**src/hdl/cachePkg.sv**
```systemverilog
`default_nettype none

package cachePkg;

	localparam int ADDR_W = 32;
	localparam int DATA_W = 32;
	localparam int WAYS = 4;
	localparam int LINE_WORDS = 4;

	// the control register is a single byte on lane 1 of this word.
	localparam logic [ADDR_W-1:0] CCR_ADDR = 32'hFFFFFE92;

	localparam int CCR_CE_BIT = 0;
	localparam int CCR_TW_BIT = 3;
	localparam int CCR_CP_BIT = 4;

	localparam logic [7:0] CCR_WMASK = (8'h01 << CCR_CE_BIT) |
	                                   (8'h01 << CCR_TW_BIT) |
	                                   (8'h01 << CCR_CP_BIT);

	// purge reads back as zero.
	localparam logic [7:0] CCR_RMASK = (8'h01 << CCR_CE_BIT) |
	                                   (8'h01 << CCR_TW_BIT);

	// address areas, taken from the top three address bits.
	typedef enum logic [2:0] {
		CACHED   = 3'b000,
		UNCACHED = 3'b001,
		IO       = 3'b111,
		OTHER    = 3'b010
	} area_t;

	typedef enum logic [2:0] {
		IDLE,
		WRITE,
		READ,
		FILL,
		READDONE
	} busState_t;

endpackage

`default_nettype wire
```
**src/hdl/tagArray.sv**
```systemverilog
`timescale 1ns/1ps
`default_nettype none

module tagArray import cachePkg::*; #(
	parameter int SET_BITS = 6
) (
	input  logic              CLK,
	input  logic              RST_N,
	input  logic [ADDR_W-1:0] cpuAddr,
	input  logic              fillWrite,
	input  logic [WAYS-1:0]   fillWay,
	input  logic [ADDR_W-1:0] fillAddr,
	input  logic              purgeAll,
	output logic [WAYS-1:0]   wayHit
);

	localparam int SETS = 1 << SET_BITS;
	localparam int TAG_LO = 4 + SET_BITS;
	localparam int TAG_W = 29 - TAG_LO;

	logic [TAG_W-1:0]    tagMem [WAYS][SETS];
	logic [SETS-1:0]     valid [WAYS];
	logic [SET_BITS-1:0] rdSet;
	logic [SET_BITS-1:0] wrSet;

	assign rdSet = cpuAddr[4 +: SET_BITS];
	assign wrSet = fillAddr[4 +: SET_BITS];

	// all ways are compared in parallel, at most one can match.
	always_comb begin
		for (int w = 0; w < WAYS; w++) begin
			wayHit[w] = valid[w][rdSet] && (tagMem[w][rdSet] == cpuAddr[28:TAG_LO]);
		end
	end

	always_ff @(posedge CLK) begin
		for (int w = 0; w < WAYS; w++) begin
			if (fillWrite && fillWay[w]) begin
				tagMem[w][wrSet] <= fillAddr[28:TAG_LO];
			end
		end
	end

	// the tag becomes valid with the first word of a fill.
	always_ff @(posedge CLK or negedge RST_N) begin
		if (!RST_N) begin
			for (int w = 0; w < WAYS; w++) begin
				valid[w] <= '0;
			end
		end else if (purgeAll) begin
			for (int w = 0; w < WAYS; w++) begin
				valid[w] <= '0;
			end
		end else if (fillWrite) begin
			for (int w = 0; w < WAYS; w++) begin
				if (fillWay[w]) begin
					valid[w][wrSet] <= 1'b1;
				end
			end
		end
	end

endmodule

`default_nettype wire

```
**config.mk**
```make
export PLATFORM = sky130hd
export DESIGN_NAME = tagArray
export DESIGN_NICKNAME = d
export VERILOG_FILES = /design/src/hdl/cachePkg.sv /design/src/hdl/tagArray.sv
export SDC_FILE = /design/constraint.sdc
export NUM_CORES = 2
export LEC_CHECK = 0
export BUFFER_PORTS_ARGS = -buffer_cell sky130_fd_sc_hd__buf_2
export CAP_MARGIN = 30
export CELL_PAD_IN_SITES_DETAIL_PLACEMENT = 1
export CELL_PAD_IN_SITES_GLOBAL_PLACEMENT = 1
export CORE_UTILIZATION = 40
export CTS_CLUSTER_DIAMETER = 80
export CTS_CLUSTER_SIZE = 16
export DETAILED_ROUTE_END_ITERATION = 10
export MAX_ROUTING_LAYER = met4
export PLACE_DENSITY = 0.68
export SYNTH_ARGS = -nofsm -noshare
export SYNTH_HDL_FRONTEND = slang
export SYNTH_MEMORY_MAX_BITS = 65536
export SYNTH_SLANG_ARGS = --single-unit
```
**constraint.sdc**
```tcl
create_clock -name CLK -period 2.9 [get_ports CLK]
set_input_delay 0.29 -clock CLK [delete_from_list [all_inputs] [get_ports CLK]]
set_output_delay 0.29 -clock CLK [all_outputs]
set_load 0.02 [all_outputs]
```
==> metrics.cfg <==
[outcome]
status = complete, but fails checks
violations = setup timing

[drt]
vias_per_cell = 6.36
first_pass_iters = 6
post_drt_wl_per_cell_um = 40.7
drt-initial-drc-count = 18900
num_vias = 113000
drtAntennaViolNets = 0
drc = 0
routed_wl_um = 726000

[global_route]
grt_pass1_wl_um = 971000
antenna_found_initial = 64
grt_max_degree = 113
grt_pass1_vias = 112000
track_usage_pct = 29.3
gr-total-overflow = 0

[timing]
fin_crit_ps = 4550
skew_ps = 0
setup_viol_count_final = 4
slew_viol_final = 0
tns_ps = -6050
finalHoldViolations = 0
rsz0062_at_grt = yes
max-slew-margin-rel_pct = 16.7
finalCritPeriodShare_pct = 157
worstMarginPinSlew_ps = 1250
fin_ws_ps = -1650
timing.hold.ws_ps = 84.5
fmax_mhz = 220

[layout]
drive_above_1_share_pct = 32.1
syn2layout_area_growth_pct = 17.1
design_area_sq_um = 232000
fin_util_pct = 47.0
final_nets = 11100

[power_and_ir_drop]
power.share.combinational_pct = 7.6
ir_worst_vdd_mv = 0.624
seqPwrFrac_pct = 57.4
finalPower_uw = 141000
intPower_uw = 109000
switching_share_pct = 23.2
p_clk_share_pct = 35.0
power.switching_uw = 32800
p_per_area_nw_per_um2 = 609
leakage_uw = 0.0757

[clock_tree]
postCtsSetupRepairBufs = 0
cts_tree = built
ctsHtreeMaxLevel = 5
root_buffer = clkbuf_16
clk_pin_slew_worst_paths_ps = 80
numCtsBuffers = 363
clock_latency_ps = 1040
cts.sinks = 5120
cts_buffer_depth = 4

[yosys]
syn_area_sq_um = 198000
synth.largest_area_cell = edfxtp_1
ys_warn_count = 0
ys.flop_type = edfxtp_1
ys_top_cells_by_count = edfxtp_1, mux4_2, nor2_1
yosysMostFrequentCell = edfxtp_1
syn-instance-count = 9594
synth_area_leaders = edfxtp_1, mux4_2, dfrtp_1, mux2i_1, nor2_1
post_synth.cell_area_avg_sq_um = 20.7
synth_cell_types = 82
ys_seq_elements = 5120
yosysSeqAreaShare_pct = 76.8
syn_nets = 9666
synth_edf_count = 4864
synthArstFlopShare_pct = 5.00
yosysTopAreaCellShare_pct = 73.6

[die]
ios = 76
die_y_um = 706
core_area_sq_um = 494000
dieWidth_um = 706
num_rows = 258
initial_core_util_pct = 40.2
die_area_sq_um = 499000

[placement]
place_area_sq_um = 221000
gp_congestion = 0.976
dp_hpwl_um = 478000
port_buffers = 61

[setup_path]
path_class = reg2out
crit_path_end_kind = primary output
cp_max_fo = 1
worstPathArrival_ps = 4260
start_kind = flop
cp.required_ps = 2610

[min_path]
min_path_type = in2async

[flow_run]
maxCapViolations = 0

==> registers in the layout, summed over array words and instances (netlist names) <==
signal,count
tagMem,4864
valid,256
==> worst paths after layout <==
path                            startpoint             to  slack, ps  cells after the start
max                        tagMem[2][1147]      wayHit[2]      -1650                     11
min in group CLK                fillWay[1]  tagMem[1][26]        120                      4
max reg2reg                      valid[71]      valid[71]       2050                      3
min                                  RST_N     valid[253]         80                      3
max in group asynchronous            RST_N     valid[150]       2310                      3
min reg2reg                       valid[2]       valid[2]        500                      2
==> kinds of logic (layout without fill, tap and decap cells) <==
logic type | count (synthesis) | after routing | synth area share, %
compound gates | 957 | 957 | 3.54
xor+xnor | 70 | 70 | 0.309
buf+inv | 571 | 2221 | 1.66
flops | 5120 | 5120 | 76.8
mux | 1597 | 1597 | 14.9
other cells | 0 | 74 | 0
simple gates | 1279 | 1279 | 2.78
==> power by group through the flow <==
stage	Sequential (uW)	Clock, uW	Combinational, uW
floorplan	82800	0	4260
CTS	81200	49800	10500
global placement	82800	0	10100
finish	81200	49500	10800
detailed placement	82800	0	10400
global route	81200	51900	10900
==> placed cells by master, fill, tap and decap left out, types with 15 or more instances in the layout <==
cell / count
o22ai_1: 145
a21oi_1: 100
clkbuf_16: 368
o211ai_1: 20
xnor2_1: 37
o31ai_1: 19
nor3_1: 36
buf_2: 30
a31oi_1: 27
buf_4: 1178
a22oi_1: 216
o21ai_1: 22
mux4_2: 1073
edfxtp_1: 4864
nor4_1: 16
o22a_1: 15
o221ai_1: 74
xor2_1: 30
a22o_1: 34
mux2_2: 77
nand2b_1: 18
nor2b_1: 17
nand3_1: 72
nor2_1: 466
clkbuf_1: 172
a221oi_1: 41
o21ba_2: 66
nor2_2: 261
nand2_1: 233
nand4_1: 37
diode_2: 74
o21ai_0: 45
buf_12: 376
mux2i_1: 443
dfrtp_1: 256
dlygate4sd3_1: 21
a211oi_1: 30
==> worst max-delay path, stage by stage, from the launching register on <==
cell	delay, ps
edfxtp_1	410
mux4_2	460
mux2i_1	360
a211oi_1	280
buf_4	200
o21ai_1	150
mux2i_1	200
nand4_1	160
nor4_2	220
and4b_4	510
buf_12	160
buf_12	100
==> per-stage QoR <==
stage          std cells  setup slack (ps)
2_1_floorplan       9594             -46.7
3_3_place_gp       17200             -1770
3_5_place_dp       17200             -1760
4_1_cts            17700             -1610
5_1_grt            17800             -1630
6_report           17800             -1650
==> area by class of cell <==
| type | instances | area, sq um |
|---|---|---|
| inverters | 6 | 31.3 |
| repair buffers | 1637 | 17200 |
| well taps | 6500 | 8130 |
| flip-flops and latches | 5120 | 152000 |
| fillers | 45200 | 262000 |
| clock buffers | 542 | 9880 |
| diodes | 74 | 185 |
| clock inverters | 36 | 507 |
| multi-input cells | 3903 | 43900 |
==> repair_timing <==
action | in CTS | in global routing
endpoints found under the setup margin | 4 | 4
resized for setup | 78 | 18
hold buffers | 22 | 0
endpoints found under the hold margin | 1406 | 0
pin swaps | 35 | 10
==> routing by layer <==
metal,track usage [%],up-vias,share of wire [%]
li1,-,42500,-
met3,7.43,1416,12
met5,-,-,0
met1,38.4,61500,37
met4,14.3,0,6.0
met2,42.7,7834,45
Note: power is estimated with default switching activity, not from simulation.
