File: src/hdl/cachePkg.sv
`default_nettype none

package cachePkg;

	localparam int ADDR_W = 32;
	localparam int DATA_W = 32;
	localparam int WAYS = 4;
	localparam int LINE_WORDS = 4;

	// the control register is a single byte on lane 1 of this word.
	localparam logic [ADDR_W-1:0] CCR_ADDR = 32'hFFFFFE92;

	localparam int CCR_CE_BIT = 0;
	localparam int CCR_TW_BIT = 3;
	localparam int CCR_CP_BIT = 4;

	localparam logic [7:0] CCR_WMASK = (8'h01 << CCR_CE_BIT) |
	                                   (8'h01 << CCR_TW_BIT) |
	                                   (8'h01 << CCR_CP_BIT);

	// purge reads back as zero.
	localparam logic [7:0] CCR_RMASK = (8'h01 << CCR_CE_BIT) |
	                                   (8'h01 << CCR_TW_BIT);

	// address areas, taken from the top three address bits.
	typedef enum logic [2:0] {
		CACHED   = 3'b000,
		UNCACHED = 3'b001,
		IO       = 3'b111,
		OTHER    = 3'b010
	} area_t;

	typedef enum logic [2:0] {
		IDLE,
		WRITE,
		READ,
		FILL,
		READDONE
	} busState_t;

endpackage

`default_nettype wire
File: src/hdl/busController.sv
`timescale 1ns/1ps
`default_nettype none

module busController import cachePkg::*; (
	input  logic                CLK,
	input  logic                RST_N,
	input  logic [ADDR_W-1:0]   cpuAddr,
	input  logic [DATA_W-1:0]   cpuWdata,
	input  logic                cpuWrite,
	input  logic [DATA_W/8-1:0] cpuByteEn,
	input  logic                cpuReq,
	input  logic [WAYS-1:0]     wayHit,
	input  logic [WAYS-1:0]     victimWay,
	input  logic [DATA_W-1:0]   readData,
	input  logic [DATA_W-1:0]   sysRdata,
	input  logic                sysWait,
	output logic [DATA_W-1:0]   cpuRdata,
	output logic                cpuBusy,
	output logic [ADDR_W-1:0]   sysAddr,
	output logic [DATA_W-1:0]   sysWdata,
	output logic [DATA_W/8-1:0] sysByteEn,
	output logic                sysWrite,
	output logic                sysReq,
	output logic                sysLock,
	output logic                fillWrite,
	output logic [WAYS-1:0]     fillWay,
	output logic [ADDR_W-1:0]   fillAddr,
	output logic                hitWrite,
	output logic [DATA_W/8-1:0] hitByteEn,
	output logic                useStrobe,
	output logic [WAYS-1:0]     useWay,
	output logic [ADDR_W-1:0]   useAddr,
	output logic                purgeAll,
	output logic                twoWay
);

	busState_t         state;
	area_t             area;
	logic [7:0]        ccr;
	logic [DATA_W-1:0] sysCapture;
	logic [1:0]        fillPos;
	logic              ccrSel;
	logic              cacheable;
	logic              hit;
	logic              accept;
	logic              readHit;
	logic              startWrite;
	logic              startFill;
	logic              startRead;

	always_comb begin
		case (cpuAddr[ADDR_W-1:ADDR_W-3])
			3'b000:  area = CACHED;
			3'b001:  area = UNCACHED;
			3'b111:  area = IO;
			default: area = OTHER;
		endcase
	end

	assign ccrSel = (cpuAddr[ADDR_W-1:2] == CCR_ADDR[ADDR_W-1:2]) && cpuByteEn[1];
	assign cacheable = (area == CACHED) && ccr[CCR_CE_BIT];
	assign hit = |wayHit;

	// nothing new is taken while a purge is being carried out.
	assign accept = cpuReq && (state == IDLE) && !purgeAll;

	assign readHit = accept && !cpuWrite && cacheable && hit;
	assign hitWrite = accept && cpuWrite && cacheable && hit;
	assign startWrite = accept && cpuWrite && !ccrSel && (area != OTHER);
	assign startFill = accept && !cpuWrite && cacheable && !hit;
	assign startRead = accept && !cpuWrite && !cacheable && !ccrSel && (area != OTHER);

	assign fillWrite = (state == FILL) && !sysWait;
	assign fillAddr = sysAddr;
	assign hitByteEn = cpuByteEn;
	assign useStrobe = readHit || hitWrite || fillWrite;
	assign useWay = fillWrite ? fillWay : wayHit;
	assign useAddr = fillWrite ? sysAddr : cpuAddr;
	assign purgeAll = ccr[CCR_CP_BIT];
	assign twoWay = ccr[CCR_TW_BIT];

	// writes complete at once, only misses and uncached reads stall in idle.
	always_comb begin
		case (state)
			IDLE:     cpuBusy = cpuReq && (purgeAll || startFill || startRead);
			READDONE: cpuBusy = 1'b0;
			default:  cpuBusy = cpuReq;
		endcase
	end

	always_comb begin
		if (state == READDONE) begin
			cpuRdata = sysCapture;
		end else if (ccrSel) begin
			cpuRdata = {(DATA_W/8){ccr & CCR_RMASK}};
		end else if (area == CACHED) begin
			cpuRdata = readData;
		end else begin
			cpuRdata = '0;
		end
	end

	always_ff @(posedge CLK or negedge RST_N) begin
		if (!RST_N) begin
			state <= IDLE;
			sysReq <= 1'b0;
			sysWrite <= 1'b0;
			sysLock <= 1'b0;
		end else begin
			case (state)
				IDLE: begin
					if (startWrite) begin
						state <= WRITE;
						sysReq <= 1'b1;
						sysWrite <= 1'b1;
					end else if (startFill) begin
						state <= FILL;
						sysReq <= 1'b1;
						sysLock <= 1'b1;
					end else if (startRead) begin
						state <= READ;
						sysReq <= 1'b1;
					end
				end
				WRITE: begin
					if (!sysWait) begin
						state <= IDLE;
						sysReq <= 1'b0;
						sysWrite <= 1'b0;
					end
				end
				READ: begin
					if (!sysWait) begin
						state <= READDONE;
						sysReq <= 1'b0;
					end
				end
				FILL: begin
					// the lock is released once only the critical word remains.
					if (!sysWait) begin
						if (sysAddr[3:2] == fillPos - 2'd1) begin
							sysLock <= 1'b0;
						end
						if (sysAddr[3:2] == fillPos) begin
							state <= IDLE;
							sysReq <= 1'b0;
						end
					end
				end
				default: state <= IDLE;
			endcase
		end
	end

	// a fill starts at the word after the critical one and wraps within the line.
	always_ff @(posedge CLK) begin
		if (startFill) begin
			sysAddr <= {cpuAddr[ADDR_W-1:4], cpuAddr[3:2] + 2'd1, 2'b00};
			sysByteEn <= '1;
			fillPos <= cpuAddr[3:2];
			fillWay <= victimWay;
		end else if (startWrite || startRead) begin
			sysAddr <= cpuAddr;
			sysByteEn <= cpuByteEn;
		end else if (fillWrite) begin
			sysAddr[3:2] <= sysAddr[3:2] + 2'd1;
		end
		if (startWrite) begin
			sysWdata <= cpuWdata;
		end
		if (state == READ && !sysWait) begin
			sysCapture <= sysRdata;
		end
	end

	always_ff @(posedge CLK or negedge RST_N) begin
		if (!RST_N) begin
			ccr <= '0;
		end else if (accept && cpuWrite && ccrSel) begin
			ccr <= cpuWdata[15:8] & CCR_WMASK;
		end else if (purgeAll) begin
			ccr[CCR_CP_BIT] <= 1'b0;
		end
	end

endmodule

`default_nettype wire

File: config.mk
export PLATFORM = sky130hd
export DESIGN_NAME = busController
export DESIGN_NICKNAME = d
export VERILOG_FILES = /design/src/hdl/cachePkg.sv /design/src/hdl/busController.sv
export SDC_FILE = /design/constraint.sdc
export NUM_CORES = 1
export LEC_CHECK = 0
export BUFFER_PORTS_ARGS = -buffer_cell sky130_fd_sc_hd__buf_2
export CAP_MARGIN = 20
export CELL_PAD_IN_SITES_DETAIL_PLACEMENT = 0
export CELL_PAD_IN_SITES_GLOBAL_PLACEMENT = 1
export CORE_MARGIN = 2
export CORE_UTILIZATION = 31
export CTS_CLUSTER_DIAMETER = 50
export DETAILED_ROUTE_END_ITERATION = 16
export PLACE_DENSITY = 0.82
export SLEW_MARGIN = 10
export SYNTH_ARGS = -nofsm -noshare
export SYNTH_HDL_FRONTEND = slang
export SYNTH_SLANG_ARGS = --single-unit
File: constraint.sdc
create_clock -name CLK -period 3.4 [get_ports CLK]
set_input_delay 0.68 -clock CLK [delete_from_list [all_inputs] [get_ports CLK]]
set_output_delay 0.68 -clock CLK [all_outputs]
set_load 0.05 [all_outputs]
==> run metrics, run 1 <==
Slew @ Worst Pin=539 ps; top cells by area, synth=edfxtp_1 (58%), nand2_1 (8.6%), buf_4 (5.7%); Std-Cell Rows=47; clk_skew=8.65 ps; Syn Inst Count=423; WL per Instance=16.4 microns; Max-slew headroom=64.1%; required time worst endpoint=2720 ps; Via density=4.57; vias in the first global route=4333; Final ANT Viol Nets=0; synthesis-to-layout area growth=43.0%; Hold Buf Count CTS=0; port bufs=329; fmax=325 MHz; flop2flop setup slack=1120 ps; HP Class=primary input to async pin; Initial Util=31.3%; Clock Sinks=115; die width=133 microns; CP Max Fanout=4; Tcrit/Tclk final=90.6%; Synth Area per Inst=12.1 sq um; io pins=330; clk slew on worst S/H paths=60 ps; CTS tree=built; # DRC=0; Post-Route WL=15800 microns; DIE HEIGHT=133 microns; global route overflow=0; fin. max-slew vios=0; Primary FF master, synth=edfxtp_1; FFs w/ async S/R, synth=7.83%; most common cell after layout, fill and taps aside=buf_2; unrepaired setup endpoints after global routing=no; Slowest cell on crit path=nor4_4; delay-heaviest family, CP=simple AND/OR/NAND/NOR gates; n_diodes=0; CP max stage delay=360 ps; final-report hold violation count=0; Tot Pwr=4310 uW; HPWL after DPL=12200 microns; sequential area share after synthesis=65.2%; number of flops mapped to enable cells by yosys=100; share of layout cells above drive strength 1=52.7%; 1st-pass router iterations=5; critical path, cell by cell=buf_2 > inv_1 > ha_1 > nand4_1 > nor4_4 > and2_4 > a21oi_1 > a21oi_1 > buf_2; outcome=complete, no violations; total CTS buffers=17; initial antenna violation count=0; max-capacitance violation count=0; final setup violation count=0; Fillers=1550; Post-CTS Setup Inserts=0; Final GP Congestion=0.809; CTS max path bufs=2; core box area=16400 sq um; first-pass GRT wire length=23500 microns; Mapped Nets=569; Synth top area share=58.5%; post-cts repair resize count=0; DRT iter0 DRCs=204; Final nets=874; crit path DAT=2400 ps; htree depth=4; leading cell types in the layout, fill and taps excluded=buf_2 (329), nand2_1 (118), edfxtp_1 (100); startpoint types=primary input; Warnings, synthesis=0; Crit Path Category=primary input to primary output; Synth area leader=edfxtp_1; VDD IR-drop max=361 uV; setup TNS=0 ps; Tmin final=3080 ps; Skew-Pair Late Insertion Delay=410 ps; Vias=4386; Worst Setup End Kind=primary output; Die ar.=17600 sq um; Pwr Density=586 nW/um^2; Mapped Area=5140 sq um; post-synth cell types=52; CP Buf/Inv Count=3; Yosys reg bits=115; Pleak=0.00345 uW; CTS root buf=clkbuf_16; overall routing resource usage=17.6%; largest net degree at the start of global routing=41
Yosys cell counts, drive strengths merged, types with 2 or more instances:
master,n
and2,4
mux2,2
dfrtp,9
nand4,4
xnor2,2
clkbuf,6
buf,48
dfxtp,6
nor2,17
nor4,5
nand2b,3
nand2,119
a21oi,15
o21ai,12
inv,4
nand3,20
a22o,24
o211ai,2
edfxtp,100
cell families after synthesis:
logic type                 share of synthesized area, %
AOI/OAI and AO/OA                                  8.94
xor gates and xnor gates                          0.341
adders and majority gates                         0.244
buffers and inverters                              7.72
DFF                                                65.2
muxes                                             0.633
and+or+nand+nor                                    16.9
routing by layer:
layer,part of all wire (%),wire (microns),global-route usage (%)
met2,51,7990,30.7
met1,40,6300,20.4
met3,7.9,1240,5.82
met5,0,0,0
met4,1.6,253,5.68
path summary, 6_finish.rpt:
check | end | depth (start not counted) | from
min | sysReq | 1 | RST_N
min reg2reg | sysWrite | 1 | sysWrite
max in group asynchronous | ccr[0] | 1 | RST_N
max reg2reg | fillAddr[19] | 6 | state[0]
max | cpuRdata[8] | 9 | cpuAddr[2]
min in group CLK | sysCapture[18] | 1 | sysRdata[18]
flip-flops by register name, summed over array words and instances (netlist names):
register,cells
state,3
fillPos,2
sysCapture,32
sysReq,1
sysLock,1
fillWay,4
sysWrite,1
sysByteEn,4
fillAddr,32
ccr,3
sysWdata,32
area by class of cell:
cell class / instances / area, sq um / share of cell area (%)
Timing Repair Buffer: 340 / 1730 / 23.5
Sequential cell: 115 / 3350 / 45.6
Clock inverter: 13 / 138 / 1.87
Inverter: 5 / 23.8 / 0.324
Tap cell: 220 / 275 / 3.75
Clock buffer: 18 / 429 / 5.84
Multi-Input combinational cell: 249 / 1400 / 19.1
worst reg2reg max path: cells and delay by family (launching register included):
| family | cells | cell delay [ps] |
|---|---|---|
| simple gates | 4 | 740 |
| buf+inv | 1 | 360 |
| flops | 1 | 520 |
| compound gates | 1 | 310 |
power breakdown:
part	switching (uW)	total (uW)	internal (uW)
logic	697	923	226
registers	47.5	1680	1630
clock network	636	1710	1070
total	1380	4310	2930
metrics by stage:
step | util, % | cells | hold slack (ps) | area [sq um] | setup WS, ps
global placement | 41.3 | 929 | 462 | 6780 | 316
CTS | 44.8 | 960 | 113 | 7340 | 315
finish | 44.8 | 960 | 128 | 7340 | 319
global route | 44.8 | 960 | 128 | 7340 | 201
floorplan | - | 423 | 384 | 5140 | 150
detailed placement | 41.3 | 929 | 465 | 6780 | 319
No activity file was read; power rests on OpenSTA's default activity.
==> run 2, diff against run 1 <==
Settings changed: BUFFER_PORTS_ARGS -buffer_cell sky130_fd_sc_hd__buf_2 to -buffer_cell sky130_fd_sc_hd__buf_4.
==> run 2 against run 1 <==
Compared with the run above: hold slack got worse by 39 ps; die area did not move; clock skew rose by 1.6 ps; non-clock buffer count fell by 2; cell count fell by 0.10%; via count fell by 0.30%; worst setup slack improved by 22 ps; register-to-register slack barely moved.
==> run metrics, run 2 (synthesized netlist as in run 1, its figures left out) <==
Worst Setup End Kind=primary output (unchanged); CP Buf/Inv Count=3 (unchanged); initial antenna violation count=0 (unchanged); die width=133 microns (unchanged); Pwr Density=543 nW/um^2 (was 586 nW/um^2); max-capacitance violation count=0 (unchanged); HPWL after DPL=13100 microns (was 12200 microns); startpoint types=primary input (unchanged); Clock Sinks=115 (unchanged); Tmin final=3060 ps (was 3080 ps); Tcrit/Tclk final=90.0% (was 90.6%); Final GP Congestion=0.886 (was 0.809); Cell Count, Final, Fillers Out=959 (was 960); final-report hold violation count=0 (unchanged); Post-CTS Setup Inserts=0 (unchanged); Slowest cell on crit path=nor4_4 (unchanged); Pleak=0.00369 uW (was 0.00345 uW); port bufs=329 (unchanged); clk_skew=10.3 ps (was 8.65 ps); Final nets=872 (was 874); post-cts repair resize count=0 (unchanged); Hold Buf Count CTS=0 (unchanged); n_diodes=0 (unchanged); # DRC=0 (unchanged); io pins=330 (unchanged); critical path, cell by cell=buf_4 > inv_1 > ha_1 > nand4_1 > nor4_4 > and2_4 > a21oi_1 > a21oi_1 > buf_4 (was buf_2 > inv_1 > ha_1 > nand4_1 > nor4_4 > and2_4 > a21oi_1 > a21oi_1 > buf_2); final setup violation count=0 (unchanged); DRT iter0 DRCs=170 (was 204); Crit Path Category=primary input to primary output (unchanged); vias in the first global route=4436 (was 4333); CP max stage delay=380 ps (was 360 ps); Slew @ Worst Pin=452 ps (was 539 ps); CTS max path bufs=2 (unchanged); CTS tree=built (unchanged); largest net degree at the start of global routing=41 (unchanged); HP Class=primary input to async pin (unchanged); worst slack, placed=327 ps (was 319 ps); fin. max-slew vios=0 (unchanged); crit path DAT=2380 ps (was 2400 ps); most common cell after layout, fill and taps aside=buf_4 (was buf_2); DIE HEIGHT=133 microns (unchanged); Setup WS post-layout=341 ps (was 319 ps); 1st-pass router iterations=4 (was 5); Max-slew headroom=69.1% (was 64.1%); overall routing resource usage=18.1% (was 17.6%); fmax=327 MHz (was 325 MHz); first-pass GRT wire length=24400 microns (was 23500 microns); Skew-Pair Late Insertion Delay=410 ps (about the same); Vias=4373 (was 4386); leading cell types in the layout, fill and taps excluded=buf_4 (338), nand2_1 (118), edfxtp_1 (100) (was buf_2 (329), nand2_1 (118), edfxtp_1 (100)); outcome=complete, no violations (unchanged); Initial Util=31.3% (unchanged); CP Max Fanout=4 (unchanged); global route overflow=0 (unchanged); Final ANT Viol Nets=0 (unchanged); clk slew on worst S/H paths=60 ps (about the same); core box area=16400 sq um (unchanged); Via density=4.56 (was 4.57); unrepaired setup endpoints after global routing=no (unchanged); htree depth=4 (unchanged); VDD IR-drop max=274 uV (was 361 uV); total CTS buffers=17 (unchanged); setup TNS=0 ps (unchanged); WL per Instance=17.1 microns (was 16.4 microns); synthesis-to-layout area growth=58.7% (was 43.0%); CTS root buf=clkbuf_16 (unchanged); Inst Count DP=927 (was 929); required time worst endpoint=2720 ps (about the same); Die ar.=17600 sq um (unchanged); Post-Route WL=16400 microns (was 15800 microns); Std-Cell Rows=47 (unchanged); share of layout cells above drive strength 1=52.9% (was 52.7%); delay-heaviest family, CP=simple AND/OR/NAND/NOR gates (unchanged)
[run 2: cell type report]
class                           count  area, sq um
Sequential cell                   115         3350
Tap cell                          220          275
Inverter                            5         23.8
Clock inverter                     14          138
Clock buffer                       18          429
Timing Repair Buffer              338         2540
Multi-Input combinational cell    249         1400
Fill cell                        1503         8250
[run 2: final timing paths]
path / from / to / slack (ps) / cells past startpoint
setup / recovery: cpuAddr[2] / cpuRdata[8] / 340 / 9
hold / removal: RST_N / state[1] / 90 / 1
setup reg to reg: state[0] / fillAddr[28] / 1130 / 6
hold reg to reg: sysWrite / sysWrite / 490 / 1
max in group asynchronous: RST_N / ccr[4] / 3160 / 1
min in group CLK: sysRdata[25] / sysCapture[25] / 450 / 1
[run 2: report_power, final]
part / switching, uW / internal, uW
Combinational: 702 / 349
Clock: 622 / 1070
Sequential: 53.8 / 1630
Total: 1380 / 3050
[run 2: routing by layer]
metal / vias to the layer above / track usage [%] / share of wire, %
met5: - / 0 / 0
met4: 0 / 5.08 / 1.2
met3: 11 / 6.59 / 7.8
met2: 233 / 32.8 / 53
met1: 2042 / 19.9 / 38
li1: 2087 / - / -
[run 2: through the flow]
stage | total power [uW] | instance area [sq um] | utilization, % | hold slack (ps)
CTS | 4470 | 8150 | 49.7 | 71.9
global placement | 2750 | 7590 | 46.2 | 473
detailed placement | 2770 | 7590 | 46.2 | 488
finish | 4420 | 8150 | 49.7 | 88.9
global route | 4580 | 8150 | 49.7 | 73.0
floorplan | 2390 | 5140 | - | 384
